[src/source/ooo_ctrl_pkg.sv]
package ooo_ctrl_pkg;

    // graduation list geometry
    localparam int GL_DEPTH = 8;
    localparam int GL_IDX_W = 3;
    // a count has to reach GL_DEPTH itself
    localparam int GL_CNT_W = 4;

    // branch checkpoint geometry
    localparam int NUM_CHKP   = 4;
    localparam int CHKP_IDX_W = 2;
    localparam int CHKP_CNT_W = 3;

    // fetch addresses
    localparam int PC_W = 32;
    localparam logic [PC_W-1:0] XCPT_VECTOR = 32'h0000_0100;
    localparam logic [PC_W-1:0] RESET_PC    = 32'h0000_0000;

    // source of the next fetch PC
    typedef enum logic [1:0] {
        KEEP      = 2'b00,
        PLUS4     = 2'b01,
        JUMP_WB   = 2'b10,
        JUMP_XCPT = 2'b11
    } next_pc_sel_t;

    // instruction sent by the front end
    typedef struct packed {
        logic [PC_W-1:0] pc;
        logic            is_branch;
        logic            xcpt;
    } disp_t;

    // writeback of one instruction, branch outcome included
    typedef struct packed {
        logic [GL_IDX_W-1:0]   gl_index;
        logic                  is_branch;
        logic [CHKP_IDX_W-1:0] chkp;
        logic                  mispredicted;
        logic [PC_W-1:0]       target;
    } wb_t;

    // retired instruction
    typedef struct packed {
        logic [PC_W-1:0] pc;
        logic            xcpt;
    } commit_t;

    // head status seen by the control unit
    typedef struct packed {
        logic head_valid;
        logic head_done;
        logic head_xcpt;
    } gl_cu_t;

    typedef struct packed {
        logic enable_commit;
        logic truncate;
        logic flush_all;
    } cu_gl_t;

    typedef struct packed {
        logic                  do_checkpoint;
        logic                  do_recover;
        logic [CHKP_IDX_W-1:0] recover_chkp;
        logic                  delete_checkpoint;
        logic                  flush_all;
    } cu_chkp_t;

endpackage

[src/source/control_unit.sv]
`timescale 1ns/1ps

module control_unit (
    input  logic                       clk_i,
    input  logic                       rstn_i,

    // graduation list head status
    input  ooo_ctrl_pkg::gl_cu_t       gl_cu_i,

    // writeback port
    input  logic                       wb_valid_i,
    input  ooo_ctrl_pkg::wb_t          wb_i,

    // dispatch port
    input  logic                       disp_valid_i,
    input  logic                       disp_branch_i,

    // fetch back-pressure
    input  logic                       fetch_ready_i,

    output ooo_ctrl_pkg::cu_gl_t       cu_gl_o,
    output ooo_ctrl_pkg::cu_chkp_t     cu_chkp_o,
    output ooo_ctrl_pkg::next_pc_sel_t next_pc_sel_o
);

    logic exception_d;
    logic exception_q;
    logic mispredict;
    logic correct_branch;
    logic recover;

    // exception found at the head of the graduation list
    // once exception_q is set the same head must not raise it again,
    // it is flushed at the end of that cycle
    always_comb begin
        exception_d = 1'b0;
        if (!exception_q) begin
            exception_d = gl_cu_i.head_valid & gl_cu_i.head_done & gl_cu_i.head_xcpt;
        end
    end

    // branch outcome at writeback
    assign mispredict     = wb_valid_i & wb_i.is_branch & wb_i.mispredicted;
    assign correct_branch = wb_valid_i & wb_i.is_branch & ~wb_i.mispredicted;

    // a pending exception flush overrides a misprediction in the same cycle
    assign recover = mispredict & ~exception_q;

    // graduation list control
    always_comb begin
        cu_gl_o.enable_commit = ~exception_d & ~exception_q;
        cu_gl_o.truncate      = recover;
        cu_gl_o.flush_all     = exception_q;
    end

    // checkpoint table control
    always_comb begin
        // a branch takes a checkpoint as it is dispatched
        cu_chkp_o.do_checkpoint     = disp_valid_i & disp_branch_i;
        cu_chkp_o.do_recover        = recover;
        cu_chkp_o.recover_chkp      = wb_i.chkp;
        // oldest checkpoint is no longer needed once its branch resolves
        cu_chkp_o.delete_checkpoint = correct_branch;
        cu_chkp_o.flush_all         = exception_q;
    end

    // next fetch PC, highest priority first
    always_comb begin
        if (exception_q) begin
            next_pc_sel_o = ooo_ctrl_pkg::JUMP_XCPT;
        end else if (mispredict) begin
            next_pc_sel_o = ooo_ctrl_pkg::JUMP_WB;
        end else if (fetch_ready_i) begin
            next_pc_sel_o = ooo_ctrl_pkg::PLUS4;
        end else begin
            // front end stalled, hold the current PC
            next_pc_sel_o = ooo_ctrl_pkg::KEEP;
        end
    end

    // exception is acted upon one cycle after it reaches commit
    always_ff @(posedge clk_i or negedge rstn_i) begin
        if (!rstn_i) begin
            exception_q <= 1'b0;
        end else begin
            exception_q <= exception_d;
        end
    end

endmodule

[src/source/pc_gen.sv]
`timescale 1ns/1ps

module pc_gen (
    input  logic                            clk_i,
    input  logic                            rstn_i,
    input  ooo_ctrl_pkg::next_pc_sel_t      next_pc_sel_i,
    input  logic [ooo_ctrl_pkg::PC_W-1:0]   wb_target_i,
    output logic                            fetch_valid_o,
    output logic [ooo_ctrl_pkg::PC_W-1:0]   fetch_pc_o
);

    logic [ooo_ctrl_pkg::PC_W-1:0] pc_d;
    logic [ooo_ctrl_pkg::PC_W-1:0] pc_q;
    logic                          fetch_valid_q;

    // next PC multiplexer
    always_comb begin
        case (next_pc_sel_i)
            ooo_ctrl_pkg::KEEP:      pc_d = pc_q;
            ooo_ctrl_pkg::PLUS4:     pc_d = pc_q + ooo_ctrl_pkg::PC_W'(4);
            ooo_ctrl_pkg::JUMP_WB:   pc_d = wb_target_i;
            ooo_ctrl_pkg::JUMP_XCPT: pc_d = ooo_ctrl_pkg::XCPT_VECTOR;
            default:                 pc_d = pc_q;
        endcase
    end

    always_ff @(posedge clk_i or negedge rstn_i) begin
        if (!rstn_i) begin
            pc_q          <= ooo_ctrl_pkg::RESET_PC;
            fetch_valid_q <= 1'b0;
        end else begin
            pc_q          <= pc_d;
            // fetch starts in the first cycle after reset
            fetch_valid_q <= 1'b1;
        end
    end

    assign fetch_valid_o = fetch_valid_q;
    assign fetch_pc_o    = pc_q;

endmodule

[src/source/checkpoint_table.sv]
`timescale 1ns/1ps

module checkpoint_table (
    input  logic                                  clk_i,
    input  logic                                  rstn_i,
    input  ooo_ctrl_pkg::cu_chkp_t                cu_chkp_i,
    input  logic [ooo_ctrl_pkg::GL_IDX_W-1:0]     gl_tail_i,
    output logic [ooo_ctrl_pkg::GL_IDX_W-1:0]     saved_tail_o,
    output logic [ooo_ctrl_pkg::CHKP_CNT_W-1:0]   chkp_credit_o
);

    // saved graduation-list tail per checkpoint
    logic [ooo_ctrl_pkg::GL_IDX_W-1:0]   saved_q [ooo_ctrl_pkg::NUM_CHKP];

    logic [ooo_ctrl_pkg::CHKP_IDX_W-1:0] tail_q;
    logic [ooo_ctrl_pkg::CHKP_IDX_W-1:0] tail_d;
    logic [ooo_ctrl_pkg::CHKP_CNT_W-1:0] count_q;
    logic [ooo_ctrl_pkg::CHKP_CNT_W-1:0] count_d;
    logic [ooo_ctrl_pkg::CHKP_CNT_W-1:0] count_in;
    logic [ooo_ctrl_pkg::CHKP_CNT_W-1:0] credit_q;
    logic                                release_head;

    // a correctly predicted branch frees the oldest checkpoint
    assign release_head = cu_chkp_i.delete_checkpoint & (count_q != '0);
    assign count_in     = count_q + ooo_ctrl_pkg::CHKP_CNT_W'(cu_chkp_i.do_checkpoint);

    always_comb begin
        tail_d  = tail_q;
        count_d = count_in;
        if (cu_chkp_i.flush_all) begin
            tail_d  = '0;
            count_d = '0;
        end else if (cu_chkp_i.do_recover) begin
            // branches resolve oldest first so the recovered id is the oldest one
            // it is released together with all younger ones
            tail_d  = cu_chkp_i.recover_chkp + 1'b1;
            count_d = '0;
        end else begin
            tail_d  = tail_q + ooo_ctrl_pkg::CHKP_IDX_W'(cu_chkp_i.do_checkpoint);
            count_d = count_in - ooo_ctrl_pkg::CHKP_CNT_W'(release_head);
        end
    end

    always_ff @(posedge clk_i or negedge rstn_i) begin
        if (!rstn_i) begin
            tail_q   <= '0;
            count_q  <= '0;
            credit_q <= '0;
        end else begin
            tail_q   <= tail_d;
            count_q  <= count_d;
            // allocated this cycle but dropped also counts as freed
            credit_q <= count_in - count_d;
        end
    end

    // the branch sits at the current tail
    // its younger entries start one later
    always_ff @(posedge clk_i) begin
        if (cu_chkp_i.do_checkpoint) begin
            saved_q[tail_q] <= gl_tail_i + 1'b1;
        end
    end

    assign saved_tail_o  = saved_q[cu_chkp_i.recover_chkp];
    assign chkp_credit_o = credit_q;

endmodule

[src/source/graduation_list.sv]
`timescale 1ns/1ps

module graduation_list (
    input  logic                                clk_i,
    input  logic                                rstn_i,

    // dispatch and writeback
    input  logic                                disp_valid_i,
    input  ooo_ctrl_pkg::disp_t                 disp_i,
    input  logic                                wb_valid_i,
    input  logic [ooo_ctrl_pkg::GL_IDX_W-1:0]   wb_gl_index_i,

    // control and recovery
    input  ooo_ctrl_pkg::cu_gl_t                cu_gl_i,
    input  logic [ooo_ctrl_pkg::GL_IDX_W-1:0]   saved_tail_i,
    output ooo_ctrl_pkg::gl_cu_t                gl_cu_o,
    output logic [ooo_ctrl_pkg::GL_IDX_W-1:0]   gl_tail_o,

    // commit and credit return
    output logic                                commit_valid_o,
    output ooo_ctrl_pkg::commit_t               commit_o,
    output logic [ooo_ctrl_pkg::GL_CNT_W-1:0]   gl_credit_o
);

    // pc and exception flag per entry
    ooo_ctrl_pkg::commit_t                entry_q [ooo_ctrl_pkg::GL_DEPTH];
    logic [ooo_ctrl_pkg::GL_DEPTH-1:0]    done_q;

    logic [ooo_ctrl_pkg::GL_IDX_W-1:0]    head_q, head_d;
    logic [ooo_ctrl_pkg::GL_IDX_W-1:0]    tail_q, tail_d;
    logic [ooo_ctrl_pkg::GL_IDX_W-1:0]    keep_span;
    logic [ooo_ctrl_pkg::GL_CNT_W-1:0]    count_q, count_d;
    logic [ooo_ctrl_pkg::GL_CNT_W-1:0]    count_in;
    logic [ooo_ctrl_pkg::GL_CNT_W-1:0]    credit_q;
    logic                                 head_valid;
    logic                                 head_done;
    logic                                 retire;

    assign head_valid = (count_q != '0);
    assign head_done  = done_q[head_q];

    always_comb begin
        gl_cu_o.head_valid = head_valid;
        gl_cu_o.head_done  = head_done;
        gl_cu_o.head_xcpt  = entry_q[head_q].xcpt;
    end

    // an excepting head is reported once but never retires
    assign retire         = head_valid & head_done & cu_gl_i.enable_commit;
    assign commit_valid_o = head_valid & head_done &
                            (cu_gl_i.enable_commit | (entry_q[head_q].xcpt & ~cu_gl_i.flush_all));
    assign commit_o       = entry_q[head_q];

    assign count_in = count_q + ooo_ctrl_pkg::GL_CNT_W'(disp_valid_i);

    always_comb begin
        head_d    = head_q + ooo_ctrl_pkg::GL_IDX_W'(retire);
        tail_d    = tail_q + ooo_ctrl_pkg::GL_IDX_W'(disp_valid_i);
        count_d   = count_in - ooo_ctrl_pkg::GL_CNT_W'(retire);
        // entries older than the branch, the branch itself adds one
        keep_span = saved_tail_i - 1'b1 - head_d;
        if (cu_gl_i.flush_all) begin
            head_d  = '0;
            tail_d  = '0;
            count_d = '0;
        end else if (cu_gl_i.truncate) begin
            tail_d  = saved_tail_i;
            count_d = {1'b0, keep_span} + ooo_ctrl_pkg::GL_CNT_W'(1);
        end
    end

    always_ff @(posedge clk_i or negedge rstn_i) begin
        if (!rstn_i) begin
            head_q   <= '0;
            tail_q   <= '0;
            count_q  <= '0;
            credit_q <= '0;
            done_q   <= '0;
        end else begin
            head_q   <= head_d;
            tail_q   <= tail_d;
            count_q  <= count_d;
            // retired, truncated and flushed entries, same-cycle dispatch included
            credit_q <= count_in - count_d;
            if (disp_valid_i) begin
                done_q[tail_q] <= 1'b0;
            end
            if (wb_valid_i) begin
                done_q[wb_gl_index_i] <= 1'b1;
            end
        end
    end

    always_ff @(posedge clk_i) begin
        if (disp_valid_i) begin
            entry_q[tail_q].pc   <= disp_i.pc;
            entry_q[tail_q].xcpt <= disp_i.xcpt;
        end
    end

    assign gl_tail_o   = tail_q;
    assign gl_credit_o = credit_q;

endmodule

[src/source/ooo_ctrl_top.sv]
`timescale 1ns/1ps

module ooo_ctrl_top (
    input  logic                                  clk_i,
    input  logic                                  rstn_i,

    // dispatch from the front end
    input  logic                                  disp_valid_i,
    input  ooo_ctrl_pkg::disp_t                   disp_i,

    // writeback
    input  logic                                  wb_valid_i,
    input  ooo_ctrl_pkg::wb_t                     wb_i,

    // fetch
    input  logic                                  fetch_ready_i,

    // credit return
    output logic [ooo_ctrl_pkg::GL_CNT_W-1:0]     gl_credit_o,
    output logic [ooo_ctrl_pkg::CHKP_CNT_W-1:0]   chkp_credit_o,

    // commit
    output logic                                  commit_valid_o,
    output ooo_ctrl_pkg::commit_t                 commit_o,

    output logic                                  fetch_valid_o,
    output logic [ooo_ctrl_pkg::PC_W-1:0]         fetch_pc_o
);

    ooo_ctrl_pkg::gl_cu_t              gl_cu;
    ooo_ctrl_pkg::cu_gl_t              cu_gl;
    ooo_ctrl_pkg::cu_chkp_t            cu_chkp;
    ooo_ctrl_pkg::next_pc_sel_t        next_pc_sel;
    logic [ooo_ctrl_pkg::GL_IDX_W-1:0] gl_tail;
    logic [ooo_ctrl_pkg::GL_IDX_W-1:0] saved_tail;

    control_unit control_unit_inst (
        .clk_i         (clk_i),
        .rstn_i        (rstn_i),
        .gl_cu_i       (gl_cu),
        .wb_valid_i    (wb_valid_i),
        .wb_i          (wb_i),
        .disp_valid_i  (disp_valid_i),
        .disp_branch_i (disp_i.is_branch),
        .fetch_ready_i (fetch_ready_i),
        .cu_gl_o       (cu_gl),
        .cu_chkp_o     (cu_chkp),
        .next_pc_sel_o (next_pc_sel)
    );

    pc_gen pc_gen_inst (
        .clk_i         (clk_i),
        .rstn_i        (rstn_i),
        .next_pc_sel_i (next_pc_sel),
        .wb_target_i   (wb_i.target),
        .fetch_valid_o (fetch_valid_o),
        .fetch_pc_o    (fetch_pc_o)
    );

    checkpoint_table checkpoint_table_inst (
        .clk_i         (clk_i),
        .rstn_i        (rstn_i),
        .cu_chkp_i     (cu_chkp),
        .gl_tail_i     (gl_tail),
        .saved_tail_o  (saved_tail),
        .chkp_credit_o (chkp_credit_o)
    );

    graduation_list graduation_list_inst (
        .clk_i          (clk_i),
        .rstn_i         (rstn_i),
        .disp_valid_i   (disp_valid_i),
        .disp_i         (disp_i),
        .wb_valid_i     (wb_valid_i),
        .wb_gl_index_i  (wb_i.gl_index),
        .cu_gl_i        (cu_gl),
        .saved_tail_i   (saved_tail),
        .gl_cu_o        (gl_cu),
        .gl_tail_o      (gl_tail),
        .commit_valid_o (commit_valid_o),
        .commit_o       (commit_o),
        .gl_credit_o    (gl_credit_o)
    );

endmodule

[config.mk]
export PLATFORM = sky130hd
export DESIGN_NAME = ooo_ctrl_top
export DESIGN_NICKNAME = d
export VERILOG_FILES = /design/src/source/ooo_ctrl_pkg.sv /design/src/source/control_unit.sv /design/src/source/pc_gen.sv /design/src/source/checkpoint_table.sv /design/src/source/graduation_list.sv /design/src/source/ooo_ctrl_top.sv
export SDC_FILE = /design/constraint.sdc
export NUM_CORES = 1
export LEC_CHECK = 0
export ABC_AREA = 1
export BUFFER_PORTS_ARGS = -buffer_cell sky130_fd_sc_hd__buf_2
export CORE_MARGIN = 3
export CORE_UTILIZATION = 55
export DETAILED_ROUTE_END_ITERATION = 16
export GPL_ROUTABILITY_DRIVEN = 0
export GPL_TIMING_DRIVEN = 1
export PLACE_DENSITY = 0.75
export SKIP_LAST_GASP = 1
export SLEW_MARGIN = 5
export SYNTH_ARGS = -nofsm -noshare
export SYNTH_HDL_FRONTEND = slang
export SYNTH_SLANG_ARGS = --single-unit
[constraint.sdc]
create_clock -name clk_i -period 4.2 [get_ports clk_i]
set_clock_uncertainty 0.1 [all_clocks]
set_input_delay 0.42 -clock clk_i [delete_from_list [all_inputs] [get_ports clk_i]]
set_output_delay 0.42 -clock clk_i [all_outputs]
set_load 0.01 [all_outputs]
==> flow_summary_export.csv <==
group,metric,value,unit
floorplanning,pin_count,152,
floorplanning,dieArea,0.02934,mm^2
drt,ant_nets,0,
drt,vias,10910,
clocking,clkTransAtPathRegs,60,ps
status,outcome,"finished clean",
final_layout,area_delta_synth_final,15.33,%
timing,rsz0062_at_grt,"no",
timing,min_period,3917,ps
global_route,antenna_found_initial,4,
timing,tightest_slew,832.3,ps
drt,wire_per_inst,17.95,um
critical_path,reg2reg_depth,22,
placement,dp_cells,1884,
clocking,root_buffer,"clkbuf_16",
drt,drt_first_iter_violations,1000,
global_route,grt_pass1_wl,54.45,mm
timing,max_freq,255.3,MHz
drt,first_pass_iters,5,
yosys,syn_avg_cell_area,10.45,um^2
power,leakage,0.006979,uW
timing,fin_setup_tns,0,ps
yosys,syn_area,0.01503,mm^2
clocking,cts_buffers,35,
global_route,grt_overflow,0,
job,maxCapViolCount,0,
clocking,htree_levels,2,
critical_path,startpoint_type,"flop",
hold_path,worstHoldPathType,"in -> reg",
floorplanning,die_h,171.3,um
clocking,clk_path_buf_depth,3,
timing,setup_violations,0,
hold_path,whs_path_depth,2,
floorplanning,die_width,171.3,um
final_layout,fin_nets,1692,
global_route,grt_max_degree,83,
power,peakVddDrop,505.8,uV
yosys,syn_inst,1438,
clocking,cts_tree,"yes",
drt,viasPerCell,5.587,
power,power.density,701.1,mW/mm^2
critical_path,arrival,4240,ps
placement,io_buffer_count,151,
floorplanning,num_rows,59,
yosys,ys_dominant_reg_cell,"edfxtp_1",
floorplanning,core,0.02643,mm^2
final_layout,final_layout_size_suffix_gt1_frac,0.1689,
yosys,synth_cell_types,36,
drt,wl,35.03,mm
critical_path,worst-path-max-fanout,7,
yosys,synth-seq-cells,340,
placement,place_hpwl,21.36,mm
power,power,12150,uW
critical_path,path_class,"reg -> reg",
yosys,synth.net_count,1540,
global_route,grt_pass1_vias,10590,
yosys,async_flop_share,0.1882,
critical_path,cp_data_required_time,4520,ps
timing,relSlewSlack,0.4452,
yosys,yosysSeqAreaShare,0.6582,
drt,drc,0,
clocking,clk_latency,520,ps
critical_path,end_kind,"flop",
clocking,clock_sinks,340,
global_route,grt_usage,0.2358,
timing,hold_viol,0,
final_layout,fill_cells,2006,
floorplanning,start_util,0.5686,
timing,period_share,0.9327,
timing,timing.hold.ws,31.99,ps
final_layout,layoutNonFillerInstCount,1952,
yosys,yosysWarnings,0,
timing,slew_violations,0,
yosys,synth_edf_count,276,
-- synthesized netlist by cell type (5+ instances only) --
cell type | instances | area, um^2
nand2_1 | 320 | 1201
edfxtp_1 | 276 | 8288
nor2_1 | 225 | 844.6
o21ai_0 | 156 | 780.8
inv_1 | 92 | 345.3
o22ai_1 | 69 | 431.7
dfrtp_1 | 64 | 1602
nand3_1 | 32 | 160.2
clkbuf_1 | 31 | 116.4
a21oi_1 | 23 | 115.1
buf_2 | 23 | 115.1
ha_1 | 21 | 262.8
xor2_1 | 11 | 96.34
inv_2 | 10 | 37.54
a31oi_1 | 8 | 50.05
o21ai_1 | 8 | 40.04
buf_4 | 7 | 52.55
nand4_1 | 7 | 43.79
or2_2 | 7 | 43.79
xnor2_1 | 6 | 52.55
nand2_2 | 5 | 31.28
nor2_2 | 5 | 31.28
nor3_1 | 5 | 25.02
-- worst paths after layout --
check                           slack, ps                           start                                  end
max in group asynchronous            2850                          rstn_i       graduation_list_inst.head_q[0]
worst min-delay path                   30                         wb_i[1]            pc_gen_inst.fetch_pc_o[1]
worst min register to register        400       pc_gen_inst.fetch_pc_o[0]            pc_gen_inst.fetch_pc_o[0]
min in group asynchronous             390                          rstn_i            pc_gen_inst.fetch_valid_o
worst max-delay path                  280  graduation_list_inst.head_q[0]  graduation_list_inst.gl_credit_o[3]
worst max register to register        280  graduation_list_inst.head_q[0]  graduation_list_inst.gl_credit_o[3]
-- layer usage --
metal	share of wire	up-vias	GRT usage
li1	-	5244	-
met1	0.41	5168	0.3157
met2	0.49	402	0.3926
met3	0.069	86	0.04275
met4	0.029	6	0.08293
met5	0.00066	-	0
-- cell families (layout without fill, tap and decap cells) --
group / Yosys count / after routing / share of synthesized area
AND/OR/NAND/NOR: 613 / 613 / 0.1638
flip-flops: 340 / 340 / 0.6582
AO/OA/AOI/OAI: 276 / 276 / 0.1010
buffers and inverters: 167 / 345 / 0.04538
adder cells (fa/ha/maj): 24 / 24 / 0.02148
XOR/XNOR: 17 / 17 / 0.009909
other: 1 / 2 / 0.0002496
-- area by class of cell --
| cell class | instances | area, um^2 | share of cell area |
|---|---|---|---|
| Sequential cell | 340 | 9894 | 0.5710 |
| Multi-Input combinational cell | 931 | 4514 | 0.2605 |
| Timing Repair Buffer | 179 | 965.9 | 0.05574 |
| Clock buffer | 43 | 905.9 | 0.05227 |
| Tap cell | 335 | 419.2 | 0.02419 |
| Inverter | 103 | 389.1 | 0.02245 |
| Clock inverter | 20 | 237.7 | 0.01372 |
| Antenna cell | 1 | 2.502 | 0.0001444 |
-- power by group --
group / leakage, uW / internal, uW / switching (uW)
Sequential: 0.00327 / 4350 / 430
Clock: 0.000553 / 1800 / 1260
Combinational: 0.00315 / 1450 / 2850
Total: 0.00698 / 7600 / 4550
-- per-stage QoR --
stage	instance area, um^2	util	setup WS, ps
floorplan	15030	-	433.0
global placement	16150	0.6112	243.5
detailed placement	16150	0.6112	192.9
CTS	17310	0.6548	194.7
global route	17330	0.6557	29.24
finish	17330	0.6557	282.8
-- flip-flops by register name (all words and copies together) (netlist names), 3 cells and up --
name                                 flops
checkpoint_table_inst.chkp_credit_o      3
checkpoint_table_inst.count_q            3
checkpoint_table_inst.saved_q           12
graduation_list_inst.count_q             4
graduation_list_inst.done_q              8
graduation_list_inst.entry_q           264
graduation_list_inst.gl_credit_o         4
graduation_list_inst.gl_tail_o           3
graduation_list_inst.head_q              3
pc_gen_inst.fetch_pc_o                  32
-- critical path: stages (launching register included) --
cell and delay (ps):
dfrtp_4 520, buf_2 180, o21ai_0 210, o211ai_1 120
nand4_1 110, nor2_1 80, ha_1 180, ha_1 270
inv_1 70, fa_1 500, ha_1 290, inv_1 30
o22ai_1 190, inv_1 100, ha_1 300, inv_1 50
nor2_1 30, o21ai_1 150, nand2_1 70, nand2_1 60
nand2_1 60, nand3_1 80, nand2_1 50
-- cell usage in the layout (no fill, tap or decap), types with 32 or more instances in the layout --
cell type | netlist | final
buf_2 | 23 | 152
dfrtp_1 | 64 | 62
clkbuf_16 | 0 | 35
nor2_1 | 225 | 217
nand3_1 | 32 | 32
o22ai_1 | 69 | 69
o21ai_0 | 156 | 155
inv_1 | 92 | 92
nand2_1 | 320 | 320
edfxtp_1 | 276 | 276
-- timing repair --
item,in CTS,in global routing
gates resized for setup,0,2
hold buffers,1,0
endpoints found under the hold margin,27,0
buffers inserted,0,3
endpoints found under the setup margin,0,1
(Power assumes the default switching activity.)
